[src/ro_pkg.sv]
package ro_pkg;

   localparam int ADDR_W         = 32;   // byte address
   localparam int TS_W           = 32;
   localparam int VID_W          = 32;   // vertex id
   localparam int EO_W           = 32;   // edge offset
   localparam int DATA_W         = 64;   // one edge entry
   localparam int LINE_W         = 512;  // one read line
   localparam int ELEM_BYTES     = 8;
   localparam int ELEMS_PER_LINE = 8;
   localparam int ELEM_IDX_W     = 3;
   localparam int ELEM_OFF_W     = 3;    // byte offset bits inside an element

   // request length in elements, 1 to ELEMS_PER_LINE
   localparam int REQ_CNT_W      = ELEM_IDX_W + 1;

   localparam int TAG_W          = 3;
   localparam int N_TAGS         = 8;
   localparam int THREAD_W       = 2;
   localparam int N_THREADS      = 4;
   localparam int CNT_W          = 16;   // remaining edges per task

   // burst controller states
   localparam logic ST_IDLE      = 1'b0;
   localparam logic ST_ISSUE     = 1'b1;

endpackage

[src/ar_burst_ctrl.sv]
`timescale 1ns/10ps

module ar_burst_ctrl import ro_pkg::*; (
   input  logic                  clk,
   input  logic                  rstn,
   input  logic                  task_in_valid,
   input  logic [EO_W-1:0]       in_eo_begin,
   input  logic [EO_W-1:0]       in_eo_end,
   input  logic [ADDR_W-1:0]     neighbor_base,
   input  logic                  arready,
   input  logic                  thread_avail,
   input  logic                  tag_avail,
   input  logic [THREAD_W-1:0]   alloc_thread,
   output logic                  task_in_ready,
   output logic                  thread_pop,
   output logic                  tag_pop,
   output logic                  ctx_load,
   output logic [CNT_W-1:0]      ctx_count,
   output logic                  arvalid,
   output logic [ADDR_W-1:0]     araddr,
   output logic [ELEM_IDX_W-1:0] arlen,
   output logic [THREAD_W-1:0]   req_thread,
   output logic [ELEM_IDX_W-1:0] req_start,
   output logic [REQ_CNT_W-1:0]  req_count
);

   logic                 state;
   logic [ADDR_W-1:0]    cur_addr;
   logic [CNT_W-1:0]     left;        // elements not yet requested
   logic [THREAD_W-1:0]  cur_thread;
   logic                 empty_task;
   logic                 accept;
   logic                 ar_fire;
   logic [REQ_CNT_W-1:0] room;        // elements up to the line end
   logic [REQ_CNT_W-1:0] chunk;
   logic                 last_req;

   // empty ranges are swallowed even while a burst is in progress
   assign empty_task    = (in_eo_end == in_eo_begin);
   assign task_in_ready = task_in_valid &
                          (empty_task | ((state == ST_IDLE) & thread_avail));
   assign accept        = task_in_valid & task_in_ready & !empty_task;

   assign thread_pop = accept;
   assign ctx_load   = accept;
   assign ctx_count  = CNT_W'(in_eo_end - in_eo_begin);

   assign req_start = cur_addr[ELEM_OFF_W +: ELEM_IDX_W];
   assign room      = REQ_CNT_W'(ELEMS_PER_LINE) - REQ_CNT_W'(req_start);
   assign last_req  = (left <= CNT_W'(room));
   assign chunk     = last_req ? REQ_CNT_W'(left) : room;

   assign arvalid    = (state == ST_ISSUE) & tag_avail;   // no tag, no request
   assign araddr     = cur_addr;
   assign arlen      = ELEM_IDX_W'(chunk - 1'b1);
   assign ar_fire    = arvalid & arready;
   assign tag_pop    = ar_fire;
   assign req_thread = cur_thread;
   assign req_count  = chunk;

   always_ff @(posedge clk) begin
      if (!rstn) begin
         state <= ST_IDLE;
      end else begin
         case (state)
            ST_IDLE: begin
               if (accept) begin
                  state <= ST_ISSUE;
               end
            end
            ST_ISSUE: begin
               if (ar_fire && last_req) begin
                  state <= ST_IDLE;
               end
            end
            default: state <= ST_IDLE;
         endcase
      end
   end

   always_ff @(posedge clk) begin
      if (accept) begin
         cur_addr   <= neighbor_base + (ADDR_W'(in_eo_begin) << ELEM_OFF_W);
         left       <= ctx_count;
         cur_thread <= alloc_thread;
      end else if (ar_fire) begin
         cur_addr <= cur_addr + (ADDR_W'(chunk) << ELEM_OFF_W);   // next line start
         left     <= left - CNT_W'(chunk);
      end
   end

   a_ar_hold : assert property (@(posedge clk) disable iff (!rstn)
      arvalid && !arready |=> arvalid && $stable(araddr) && $stable(arlen))
      else $error("read request changed before arready");

endmodule

[src/line_unpacker.sv]
`timescale 1ns/10ps

module line_unpacker import ro_pkg::*; (
   input  logic                  clk,
   input  logic                  rstn,
   input  logic                  req_we,
   input  logic [TAG_W-1:0]      req_tag,
   input  logic [THREAD_W-1:0]   req_thread,
   input  logic [ELEM_IDX_W-1:0] req_start,
   input  logic [REQ_CNT_W-1:0]  req_count,
   input  logic                  rvalid,
   input  logic [TAG_W-1:0]      rid,
   input  logic [LINE_W-1:0]     rdata,
   input  logic                  out_ready,
   output logic                  rready,
   output logic                  tag_push,
   output logic [TAG_W-1:0]      tag_push_id,
   output logic                  out_valid,
   output logic [DATA_W-1:0]     out_data,
   output logic [THREAD_W-1:0]   out_thread
);

   // one entry per outstanding read tag
   logic [THREAD_W-1:0]       tab_thread [N_TAGS];
   logic [ELEM_IDX_W-1:0]     tab_start  [N_TAGS];
   logic [REQ_CNT_W-1:0]      tab_count  [N_TAGS];

   logic                      line_valid;
   logic [LINE_W-1:0]         line;
   logic [ELEMS_PER_LINE-1:0] mask;       // elements still to send
   logic [ELEMS_PER_LINE-1:0] new_mask;
   logic [ELEMS_PER_LINE-1:0] next_mask;
   logic [ELEM_IDX_W-1:0]     elem_idx;
   logic [REQ_CNT_W-1:0]      end_idx;
   logic                      r_fire;
   logic                      out_fire;

   always_ff @(posedge clk) begin
      if (req_we) begin
         tab_thread[req_tag] <= req_thread;
         tab_start[req_tag]  <= req_start;
         tab_count[req_tag]  <= req_count;
      end
   end

   assign rready      = !line_valid;
   assign r_fire      = rvalid & rready;
   assign tag_push    = r_fire;   // tag is free once its line is held here
   assign tag_push_id = rid;

   always_comb begin
      end_idx = REQ_CNT_W'(tab_start[rid]) + tab_count[rid];
      for (int k = 0; k < ELEMS_PER_LINE; k++) begin
         new_mask[k] = (REQ_CNT_W'(k) >= REQ_CNT_W'(tab_start[rid])) &&
                       (REQ_CNT_W'(k) < end_idx);
      end
   end

   // lowest pending element goes first
   always_comb begin
      elem_idx = '0;
      for (int k = ELEMS_PER_LINE - 1; k >= 0; k--) begin
         if (mask[k]) begin
            elem_idx = ELEM_IDX_W'(k);
         end
      end
      next_mask = mask;
      next_mask[elem_idx] = 1'b0;
   end

   assign out_valid = line_valid;
   assign out_data  = line[elem_idx*DATA_W +: DATA_W];
   assign out_fire  = out_valid & out_ready;

   always_ff @(posedge clk) begin
      if (!rstn) begin
         line_valid <= 1'b0;
         mask       <= '0;
      end else if (r_fire) begin
         line_valid <= 1'b1;
         mask       <= new_mask;
      end else if (out_fire) begin
         mask <= next_mask;
         if (next_mask == '0) begin
            line_valid <= 1'b0;   // line drained, take the next one
         end
      end
   end

   always_ff @(posedge clk) begin
      if (r_fire) begin
         line       <= rdata;
         out_thread <= tab_thread[rid];
      end
   end

   a_mask_live : assert property (@(posedge clk) disable iff (!rstn)
      out_valid |-> (mask != '0))
      else $error("line held with no pending element");

endmodule

[src/ro_stage.sv]
`timescale 1ns/10ps

module ro_stage import ro_pkg::*; (
   input  logic                  clk,
   input  logic                  rstn,

   input  logic                  task_in_valid,
   output logic                  task_in_ready,
   input  logic [TS_W-1:0]       in_ts,
   input  logic [VID_W-1:0]      in_locale,
   input  logic [EO_W-1:0]       in_eo_begin,
   input  logic [EO_W-1:0]       in_eo_end,

   input  logic [ADDR_W-1:0]     neighbor_base,

   output logic                  arvalid,
   input  logic                  arready,
   output logic [ADDR_W-1:0]     araddr,
   output logic [ELEM_IDX_W-1:0] arlen,
   output logic [TAG_W-1:0]      arid,

   input  logic                  rvalid,
   output logic                  rready,
   input  logic [TAG_W-1:0]      rid,
   input  logic [LINE_W-1:0]     rdata,

   output logic                  out_valid,
   input  logic                  out_ready,
   output logic [TS_W-1:0]       out_ts,
   output logic [VID_W-1:0]      out_locale,
   output logic [DATA_W-1:0]     out_data,
   output logic                  out_last,

   output logic                  idle
);

   logic                  thread_empty;
   logic                  thread_avail;
   logic                  thread_pop;
   logic [THREAD_W-1:0]   alloc_thread;
   logic                  thread_push;
   logic [THREAD_W-1:0]   thread_push_id;

   logic                  tag_empty;
   logic                  tag_avail;
   logic                  tag_pop;
   logic                  tag_push;
   logic [TAG_W-1:0]      tag_push_id;

   logic                  ctx_load;
   logic [CNT_W-1:0]      ctx_count;
   logic [THREAD_W-1:0]   req_thread;
   logic [ELEM_IDX_W-1:0] req_start;
   logic [REQ_CNT_W-1:0]  req_count;
   logic [THREAD_W-1:0]   out_thread;
   logic                  out_fire;

   assign thread_avail = !thread_empty;
   assign tag_avail    = !tag_empty;
   assign out_fire     = out_valid & out_ready;

   ar_burst_ctrl ar_burst_ctrl_inst (
      .clk           (clk),
      .rstn          (rstn),
      .task_in_valid (task_in_valid),
      .in_eo_begin   (in_eo_begin),
      .in_eo_end     (in_eo_end),
      .neighbor_base (neighbor_base),
      .arready       (arready),
      .thread_avail  (thread_avail),
      .tag_avail     (tag_avail),
      .alloc_thread  (alloc_thread),
      .task_in_ready (task_in_ready),
      .thread_pop    (thread_pop),
      .tag_pop       (tag_pop),
      .ctx_load      (ctx_load),
      .ctx_count     (ctx_count),
      .arvalid       (arvalid),
      .araddr        (araddr),
      .arlen         (arlen),
      .req_thread    (req_thread),
      .req_start     (req_start),
      .req_count     (req_count)
   );

   // read tags, arid is the head of the list
   tag_free_list #(.LOG_DEPTH(TAG_W)) tag_list (
      .clk     (clk),
      .rstn    (rstn),
      .push    (tag_push),
      .push_id (tag_push_id),
      .pop     (tag_pop),
      .pop_id  (arid),
      .empty   (tag_empty),
      .full    ()
   );

   tag_free_list #(.LOG_DEPTH(THREAD_W)) thread_list (
      .clk     (clk),
      .rstn    (rstn),
      .push    (thread_push),
      .push_id (thread_push_id),
      .pop     (thread_pop),
      .pop_id  (alloc_thread),
      .empty   (thread_empty),
      .full    (idle)               // every thread back home
   );

   line_unpacker line_unpacker_inst (
      .clk         (clk),
      .rstn        (rstn),
      .req_we      (tag_pop),
      .req_tag     (arid),
      .req_thread  (req_thread),
      .req_start   (req_start),
      .req_count   (req_count),
      .rvalid      (rvalid),
      .rid         (rid),
      .rdata       (rdata),
      .out_ready   (out_ready),
      .rready      (rready),
      .tag_push    (tag_push),
      .tag_push_id (tag_push_id),
      .out_valid   (out_valid),
      .out_data    (out_data),
      .out_thread  (out_thread)
   );

   thread_context thread_context_inst (
      .clk            (clk),
      .rstn           (rstn),
      .ctx_load       (ctx_load),
      .load_thread    (alloc_thread),
      .in_ts          (in_ts),
      .in_locale      (in_locale),
      .ctx_count      (ctx_count),
      .out_fire       (out_fire),
      .out_thread     (out_thread),
      .out_ts         (out_ts),
      .out_locale     (out_locale),
      .out_last       (out_last),
      .thread_push    (thread_push),
      .thread_push_id (thread_push_id)
   );

endmodule

[src/tag_free_list.sv]
`timescale 1ns/10ps

module tag_free_list #(
   parameter int LOG_DEPTH = 3
) (
   input  logic                 clk,
   input  logic                 rstn,
   input  logic                 push,
   input  logic [LOG_DEPTH-1:0] push_id,
   input  logic                 pop,
   output logic [LOG_DEPTH-1:0] pop_id,
   output logic                 empty,
   output logic                 full
);

   logic [LOG_DEPTH-1:0] ids [2**LOG_DEPTH];
   logic [LOG_DEPTH:0]   rd_ptr;   // extra bit tells full from empty
   logic [LOG_DEPTH:0]   wr_ptr;

   always_ff @(posedge clk) begin
      if (!rstn) begin
         for (int i = 0; i < 2**LOG_DEPTH; i++) begin
            ids[i] <= LOG_DEPTH'(i);
         end
         rd_ptr <= '0;
         wr_ptr <= {1'b1, {LOG_DEPTH{1'b0}}};   // every id present
      end else begin
         if (push) begin
            ids[wr_ptr[LOG_DEPTH-1:0]] <= push_id;
            wr_ptr <= wr_ptr + 1'b1;
         end
         if (pop) begin
            rd_ptr <= rd_ptr + 1'b1;
         end
      end
   end

   assign pop_id = ids[rd_ptr[LOG_DEPTH-1:0]];
   assign empty  = (wr_ptr == rd_ptr);
   assign full   = (wr_ptr == {~rd_ptr[LOG_DEPTH], rd_ptr[LOG_DEPTH-1:0]});

   a_no_pop_empty : assert property (@(posedge clk) disable iff (!rstn)
      pop |-> !empty)
      else $error("free list popped while empty");

   a_no_push_full : assert property (@(posedge clk) disable iff (!rstn)
      push |-> !full)
      else $error("free list pushed while full");

endmodule

[src/thread_context.sv]
`timescale 1ns/10ps

module thread_context import ro_pkg::*; (
   input  logic                clk,
   input  logic                rstn,
   input  logic                ctx_load,
   input  logic [THREAD_W-1:0] load_thread,
   input  logic [TS_W-1:0]     in_ts,
   input  logic [VID_W-1:0]    in_locale,
   input  logic [CNT_W-1:0]    ctx_count,
   input  logic                out_fire,
   input  logic [THREAD_W-1:0] out_thread,
   output logic [TS_W-1:0]     out_ts,
   output logic [VID_W-1:0]    out_locale,
   output logic                out_last,
   output logic                thread_push,
   output logic [THREAD_W-1:0] thread_push_id
);

   logic [TS_W-1:0]  ctx_ts     [N_THREADS];
   logic [VID_W-1:0] ctx_locale [N_THREADS];
   logic [CNT_W-1:0] remaining  [N_THREADS];   // edges not yet emitted

   always_ff @(posedge clk) begin
      if (ctx_load) begin
         ctx_ts[load_thread]     <= in_ts;
         ctx_locale[load_thread] <= in_locale;
      end
   end

   always_ff @(posedge clk) begin
      if (!rstn) begin
         for (int t = 0; t < N_THREADS; t++) begin
            remaining[t] <= '0;
         end
      end else begin
         for (int t = 0; t < N_THREADS; t++) begin
            if (ctx_load && (load_thread == THREAD_W'(t))) begin
               remaining[t] <= ctx_count;
            end else if (out_fire && (out_thread == THREAD_W'(t))) begin
               remaining[t] <= remaining[t] - 1'b1;
            end
         end
      end
   end

   assign out_ts     = ctx_ts[out_thread];
   assign out_locale = ctx_locale[out_thread];
   assign out_last   = (remaining[out_thread] == CNT_W'(1));

   // thread goes back to the free list with its final edge
   assign thread_push    = out_fire & out_last;
   assign thread_push_id = out_thread;

endmodule
[config.mk]
export PLATFORM = sky130hd
export DESIGN_NAME = ro_stage
export DESIGN_NICKNAME = d
export VERILOG_FILES = /design/src/ro_pkg.sv /design/src/ar_burst_ctrl.sv /design/src/line_unpacker.sv /design/src/ro_stage.sv /design/src/tag_free_list.sv /design/src/thread_context.sv
export SDC_FILE = /design/constraint.sdc
export NUM_CORES = 1
export LEC_CHECK = 0
export BUFFER_PORTS_ARGS = -buffer_cell sky130_fd_sc_hd__buf_2
export CELL_PAD_IN_SITES_DETAIL_PLACEMENT = 1
export CELL_PAD_IN_SITES_GLOBAL_PLACEMENT = 2
export CORE_MARGIN = 4
export CORE_UTILIZATION = 39
export CTS_CLUSTER_SIZE = 14
export DETAILED_ROUTE_END_ITERATION = 8
export HOLD_SLACK_MARGIN = 0.03
export PLACE_DENSITY = 0.84
export SYNTH_ARGS = -nofsm -noshare
export SYNTH_HDL_FRONTEND = slang
export SYNTH_HIERARCHICAL = 1
export SYNTH_SLANG_ARGS = --single-unit
[constraint.sdc]
create_clock -name clk -period 25.8 [get_ports clk]
set_input_delay 6.45 -clock clk [delete_from_list [all_inputs] [get_ports clk]]
set_output_delay 6.45 -clock clk [all_outputs]
set_load 0.01 [all_outputs]
After elaboration in Yosys (flattened, before gate mapping)
Memory sizes are Yosys's and may differ from the RTL's. A register that Yosys moved wholly into a read port is not among the register bits.
Cells that the tools add are included.
{"block": "op_classes", "n_lt_le_gt_ge": 18, "n_eq_ne": 11, "n_bitwise": 22, "reduce_logical": 30, "shifts": 1, "muxes": 79, "add_sub_neg": 15}
{"cell": "variable part select 512 x 10 -> 64 bit", "count": 1}
{"cell": "two-way mux 16 bit", "count": 10}
{"cell": "two-way mux 32 bit", "count": 2}
{"cell": "subtractor 16 x 1 -> 16 bit (second input constant)", "count": 4}
{"cell": "two-way mux 1 bit", "count": 46}
{"cell": "two-way mux 3 bit", "count": 12}
{"cell": "adder 32 bit", "count": 1}
{"cell": "adder 32 x 7 -> 32 bit", "count": 1}
{"cell": "== test 32 bit", "count": 1}
{"cell": "logical AND 1 bit", "count": 17}
{"cell": "== test 16 x 1 -> 1 bit (second input constant)", "count": 1}
{"cell": "<= comparator 16 x 4 -> 1 bit", "count": 1}
{"cell": "< comparator 3 x 4 -> 1 bit (first input constant)", "count": 4}
{"cell": "two-way mux 8 bit", "count": 2}
{"cell": "subtractor 16 bit", "count": 1}
{"cell": "subtractor 16 x 4 -> 16 bit", "count": 1}
{"cell": "AND 1 bit", "count": 9}
{"cell": "greater-or-equal comparator 3 bit (first input constant)", "count": 3}
{"cell": "bitwise OR 1 bit", "count": 9}
{"cell": "adder 4 x 1 -> 4 bit (second input constant)", "count": 2}
{"cell": "AND 8 bit", "count": 1}
{"cell": "== test 2 bit (second input constant)", "count": 4}
{"cell": "logical NOT 8 bit", "count": 1}
{"cell": "< comparator 1 x 4 -> 1 bit (first input constant)", "count": 2}
{"cell": "other kinds (24)", "count": 40}
{"block": "totals", "out_inout_bits": 172, "reg_bits": 586, "ram_bits": 424, "mem_count": 8, "input_bits": 681, "elab_cells": 195}
{"name": "thread_context_inst.ctx_locale", "depth": 4, "word_bits": 32, "read_ports": 1, "rd_ports_with_merged_regs": 0, "write_ports": 1, "line_no": "thread_context.sv:21", "source": "logic [VID_W-1:0] ctx_locale [N_THREADS];"}
{"name": "thread_context_inst.ctx_ts", "depth": 4, "word_bits": 32, "read_ports": 1, "rd_ports_with_merged_regs": 0, "write_ports": 1, "line_no": "thread_context.sv:20", "source": "logic [TS_W-1:0] ctx_ts [N_THREADS];"}
{"name": "thread_context_inst.remaining", "depth": 4, "word_bits": 16, "read_ports": 5, "rd_ports_with_merged_regs": 0, "write_ports": 4, "line_no": "thread_context.sv:22", "source": "logic [CNT_W-1:0] remaining [N_THREADS];"}
{"name": "line_unpacker_inst.tab_count", "depth": 8, "word_bits": 4, "read_ports": 1, "rd_ports_with_merged_regs": 0, "write_ports": 1, "line_no": "line_unpacker.sv:26", "source": "logic [REQ_CNT_W-1:0] tab_count [N_TAGS];"}
{"name": "line_unpacker_inst.tab_start", "depth": 8, "word_bits": 3, "read_ports": 1, "rd_ports_with_merged_regs": 0, "write_ports": 1, "line_no": "line_unpacker.sv:25", "source": "logic [ELEM_IDX_W-1:0] tab_start [N_TAGS];"}
{"name": "tag_list.ids", "depth": 8, "word_bits": 3, "read_ports": 1, "rd_ports_with_merged_regs": 1, "write_ports": 8, "line_no": "tag_free_list.sv:16", "source": "logic [LOG_DEPTH-1:0] ids [2**LOG_DEPTH];"}
{"name": "2 more memories"}

Longest topological paths before layout
{"block": "depth", "ltp_word": 18, "depth_mapped": 22, "mapped_depth_nobuf": 22}

Cells and area by module
The synthesis kept the hierarchy.
{"module": "line_unpacker", "area_per_inst_um2": 22529.1, "seq_area_each_um2": 17777.0, "instances": 1, "cells_each": 1315}
{"module": "thread_context", "area_per_inst_um2": 13036.3, "seq_area_each_um2": 9609.2, "instances": 1, "cells_each": 732}
{"module": "ar_burst_ctrl", "area_per_inst_um2": 5547.8, "seq_area_each_um2": 1521.5, "instances": 1, "cells_each": 649}
{"module": "tag_free_list at tag_list", "area_per_inst_um2": 1620.3, "seq_area_each_um2": 940.9, "instances": 1, "cells_each": 126}
{"module": "tag_free_list at thread_list", "area_per_inst_um2": 733.2, "seq_area_each_um2": 400.4, "instances": 1, "cells_each": 62}
{"module": "ro_stage", "area_per_inst_um2": 13.8, "seq_area_each_um2": 0.0, "instances": 1, "cells_each": 3}

Worst setup path after synthesis
OpenSTA, ideal clock, no wires.
{"block": "synth_path", "kind": "input to register", "startpoint": "input rvalid", "endpoint": "register line_unpacker_inst.mask[5]", "t_required_ns": 25.620, "setup_time_ns": 0.180, "arrival_ns": 23.181, "path_stages": 5, "path_buffers": 1, "slack_ns": 2.439, "cell_sequence": "nor2b_1 clkbuf_1 nor2b_1 o311ai_0 o31ai_1"}
{"block": "synth_via", "elab_chain_cells": 2, "word_cells_on_any_way": 3, "cone_classes": "mux (1); bitwise (1); reduce/logical (1)"}
{"item": "start, declared", "line_no": "ro_stage.sv:22", "source": "input logic rvalid,"}
{"item": "AND 1 bit *", "line_no": "line_unpacker.sv:47", "source": "assign r_fire = rvalid & rready;"}
{"item": "net tag_push", "line_no": "ro_stage.sv:47", "source": "logic tag_push;"}
{"item": "two-way mux 8 bit / nonzero test 2 bit (equally long branches)"}
{"item": "end signal, assigned", "line_no": "line_unpacker.sv:81", "source": "mask <= new_mask;"}
{"item": "end signal, assigned", "line_no": "line_unpacker.sv:83", "source": "mask <= next_mask;"}
{"item": "end, declared", "line_no": "line_unpacker.sv:30", "source": "logic [ELEMS_PER_LINE-1:0] mask;"}
Mark *: on every way through the listed nets, which the timed path passes. The rest lies on a longest branch.
A chain may end at the register's enable or synchronous reset.

Worst setup path after layout
{"block": "layout_path", "startpoint": "input in_eo_begin[9]", "endpoint": "output task_in_ready"}
{"block": "layout_via", "elab_chain_cells": 3}
{"item": "start, declared", "line_no": "ro_stage.sv:11", "source": "input logic [EO_W-1:0] in_eo_begin,"}
{"item": "== test 32 bit", "line_no": "ar_burst_ctrl.sv:39", "source": "assign empty_task = (in_eo_end == in_eo_begin);"}
{"item": "bitwise OR 1 bit", "line_no": "ar_burst_ctrl.sv:41", "source": "(empty_task | ((state == ST_IDLE) & thread_avail));"}
{"item": "AND 1 bit", "line_no": "ar_burst_ctrl.sv:40", "source": "assign task_in_ready = task_in_valid &"}
{"item": "end, declared", "line_no": "ro_stage.sv:8", "source": "output logic task_in_ready,"}
Every way passes these cells.

==> out/summary.txt <==
GLOBAL ROUTING
------------------------------------------------------------------------------------------
Total Routing Usage GR                                                               0.251
Global-route wire length before repair                                              213 mm
Number of antenna violations at the first check in global routing                       96
Via count of the first global-routing pass                                           30500
Maximum number of pins on one net before global-route repair                           173
Leftover overflow at the end of global routing                                           0

TIMING
------------------------------------------------------------------------------------------
Aggregate negative setup slack                                                        0 ns
Final hold vios                                                                          0
Setup Skew                                                                       0.0245 ns
Fin. max-slew vios                                                                       0
Least setup slack across all paths after layout                                   10.96 ns
RSZ-0062 raised after global routing                                                 false
Worst rel slew slack                                                                0.0851
Shortest clock period the worst path allows after layout                          14.84 ns
Highest attainable clock frequency                                              0.0674 GHz
Final period utilization                                                             0.575
Tightest Pin Transition                                                            1.36 ns
Number of failing setup endpoints in the final timing report                             0

FINAL LAYOUT
------------------------------------------------------------------------------------------
Register cell area after layout                                                 0.0303 mm2
Most common cell after layout, fill and taps aside                                edfxtp_1
Combined area of the multi-input logic cells                                    0.0124 mm2
Share of layout cells above drive strength 1                                         0.307
P&R area growth vs syn                                                               21.7%
Net count of the finished layout                                                      4498
Fillers                                                                              11300
Leading cell types in the layout, fill and taps excluded                      988 x edfxtp_1, 852 x buf_2, 295 x nand2_1, 124 x a21oi_1, 124 x nor2_1
Layout Cell Area excl Fill                                                      0.0529 mm2

STATUS
------------------------------------------------------------------------------------------
Status                                                                        finished clean

CLOCKING
------------------------------------------------------------------------------------------
Clock latency on the worst-skew pair                                               0.69 ns
# hold bufs at CTS                                                                       0
Clock tree buffer depth                                                                  3
Number of sinks driven by the clock tree                                              1017
Clock root cell                                                                  clkbuf_16
Number of H-tree levels                                                                  3
CTS tree                                                                              done
Post-CTS setup buffers                                                                   0
Clock edge transition at the registers on the reported setup and hold paths        0.05 ns
Number of clock buffers inserted by TritonCTS                                          109
Post-CTS Resized                                                                         0

DIE
------------------------------------------------------------------------------------------
Area of the placeable core                                                       0.111 mm2
DIE HEIGHT                                                                          342 um
Number of ports placed on the die boundary                                             853
Width of the chip                                                                   342 um
Standard-cell row count                                                                122
Starting Density                                                                     0.393
Die area                                                                         0.117 mm2

CRITICAL PATH
------------------------------------------------------------------------------------------
Crit. End Element                                                               output pin
Data required, critical path                                                      19.35 ns
Worst setup slack for register-to-register paths                                  19.97 ns
Critical path class                                                           primary input to output pin
Critical path fanouts, max                                                               6
Critical Path Source Type                                                     primary input
Data arrival, critical path                                                        8.39 ns

JOB
------------------------------------------------------------------------------------------
Max-cap violations                                                                       0

ROUTE
------------------------------------------------------------------------------------------
Remaining number of nets flagged by the antenna check after routing                      0
Post-detailed-route wirelength per cell                                            28.1 um
Detailed-routing iteration count for the pre-antenna-repair pass                         5
Routed WL                                                                           152 mm
Initial DRC Count                                                                     2718
Routed vias                                                                          29500
Number of DRC violations after detailed routing                                          0
Detailed-route vias per instance                                                      5.45

PWR
------------------------------------------------------------------------------------------
Total Power Consumption                                                            4.39 mW
Static leakage                                                                     19.8 nW
Power per standard cell area                                                   83.1 mW/mm2
Maximum ir drop on the vdd rail                                                  0.0540 mV

LOGIC SYNTHESIS
------------------------------------------------------------------------------------------
Netlist Area Pre-Place                                                          0.0435 mm2
Syn Inst Count                                                                        2886
Average footprint of a synthesized cell                                           15.1 um2
Number of warnings printed during yosys synthesis                                        6
Net count after synthesis                                                             3640

WORST HOLD PATH
------------------------------------------------------------------------------------------
Worst hold-check path type                                                    register to register

PLACEMENT
------------------------------------------------------------------------------------------
HPWL after DPL                                                                      110 mm
Post-detailed-placement cell area                                               0.0493 mm2
Number of buffers added on ports                                                       852
Pre-CTS worst setup slack                                                         10.88 ns
Routability congestion estimate                                                      0.888

## worst max-delay path, stage by stage
cell and delay, ns:
buf_2 0.13, inv_1 0.06, ha_1 0.39, nand4_1 0.24
nor4_1 0.32, nand3_1 0.16, nor4_1 0.35, o21a_1 0.16
buf_2 0.12
## per-stage QoR
| step | hold slack (ns) | instances | utilization |
|---|---|---|---|
| after CTS | 0.510 | 5321 | 0.476 |
| after global routing | 0.523 | 5361 | 0.477 |
| after floorplan | 0.468 | 2886 | - |
| final | 0.508 | 5405 | 0.478 |
| after detailed placement | 0.497 | 5121 | 0.445 |
| after global placement | 0.495 | 5121 | 0.445 |
## path summary, 6_finish.rpt
path / from / endpoint / depth (start not counted)
hold / removal: line_unpacker_inst/mask[6] / line_unpacker_inst/mask[6] / 2
hold reg to reg: line_unpacker_inst/mask[6] / line_unpacker_inst/mask[6] / 2
setup reg to reg: ar_burst_ctrl_inst/araddr[4] / ar_burst_ctrl_inst/araddr[27] / 22
setup / recovery: in_eo_begin[9] / task_in_ready / 9
## per-layer routing
layer  track usage  vias to the layer above  routed length, um  share of wire
met3        0.0692                      326              14000          0.092
met5             0                        -                207         0.0014
met2         0.424                     1207              75600           0.50
met4         0.122                       30               6910          0.045
li1              -                    13000                  -              -
met1         0.295                    14900              55400           0.36
## area by class of cell
cell class / instances / share of cell area
Antenna cell: 84 / 0.00397
Clock buffer: 140 / 0.0548
Clock inverter: 60 / 0.00941
Inverter: 64 / 0.00464
Multi-Input combinational cell: 1667 / 0.234
Sequential cell: 1017 / 0.572
Tap cell: 1488 / 0.0352
Timing Repair Buffer: 885 / 0.0858
## flip-flops by register name (all words and copies together) (netlist names), named ones only
name                            count
ar_burst_ctrl_inst/araddr          32
ar_burst_ctrl_inst/left            16
ar_burst_ctrl_inst/req_thread       2
ar_burst_ctrl_inst/state            1
line_unpacker_inst/line           512
line_unpacker_inst/mask             8
line_unpacker_inst/out_thread       2
line_unpacker_inst/out_valid        1
line_unpacker_inst/tab_count       32
line_unpacker_inst/tab_start       24
line_unpacker_inst/tab_thread      16
tag_list/ids                       24
tag_list/rd_ptr                     4
tag_list/wr_ptr                     4
thread_context_inst/ctx_locale    128
thread_context_inst/ctx_ts        128
thread_context_inst/remaining      64
thread_list/ids                     8
thread_list/rd_ptr                  3
thread_list/wr_ptr                  3
## where the power goes
part           internal [mW]  switching [mW]  total, mW
sequential              1.96          0.0669       2.03
combinational          0.308           0.553      0.861
clock                  0.859           0.645       1.50
No activity file was read; power rests on OpenSTA's default activity.
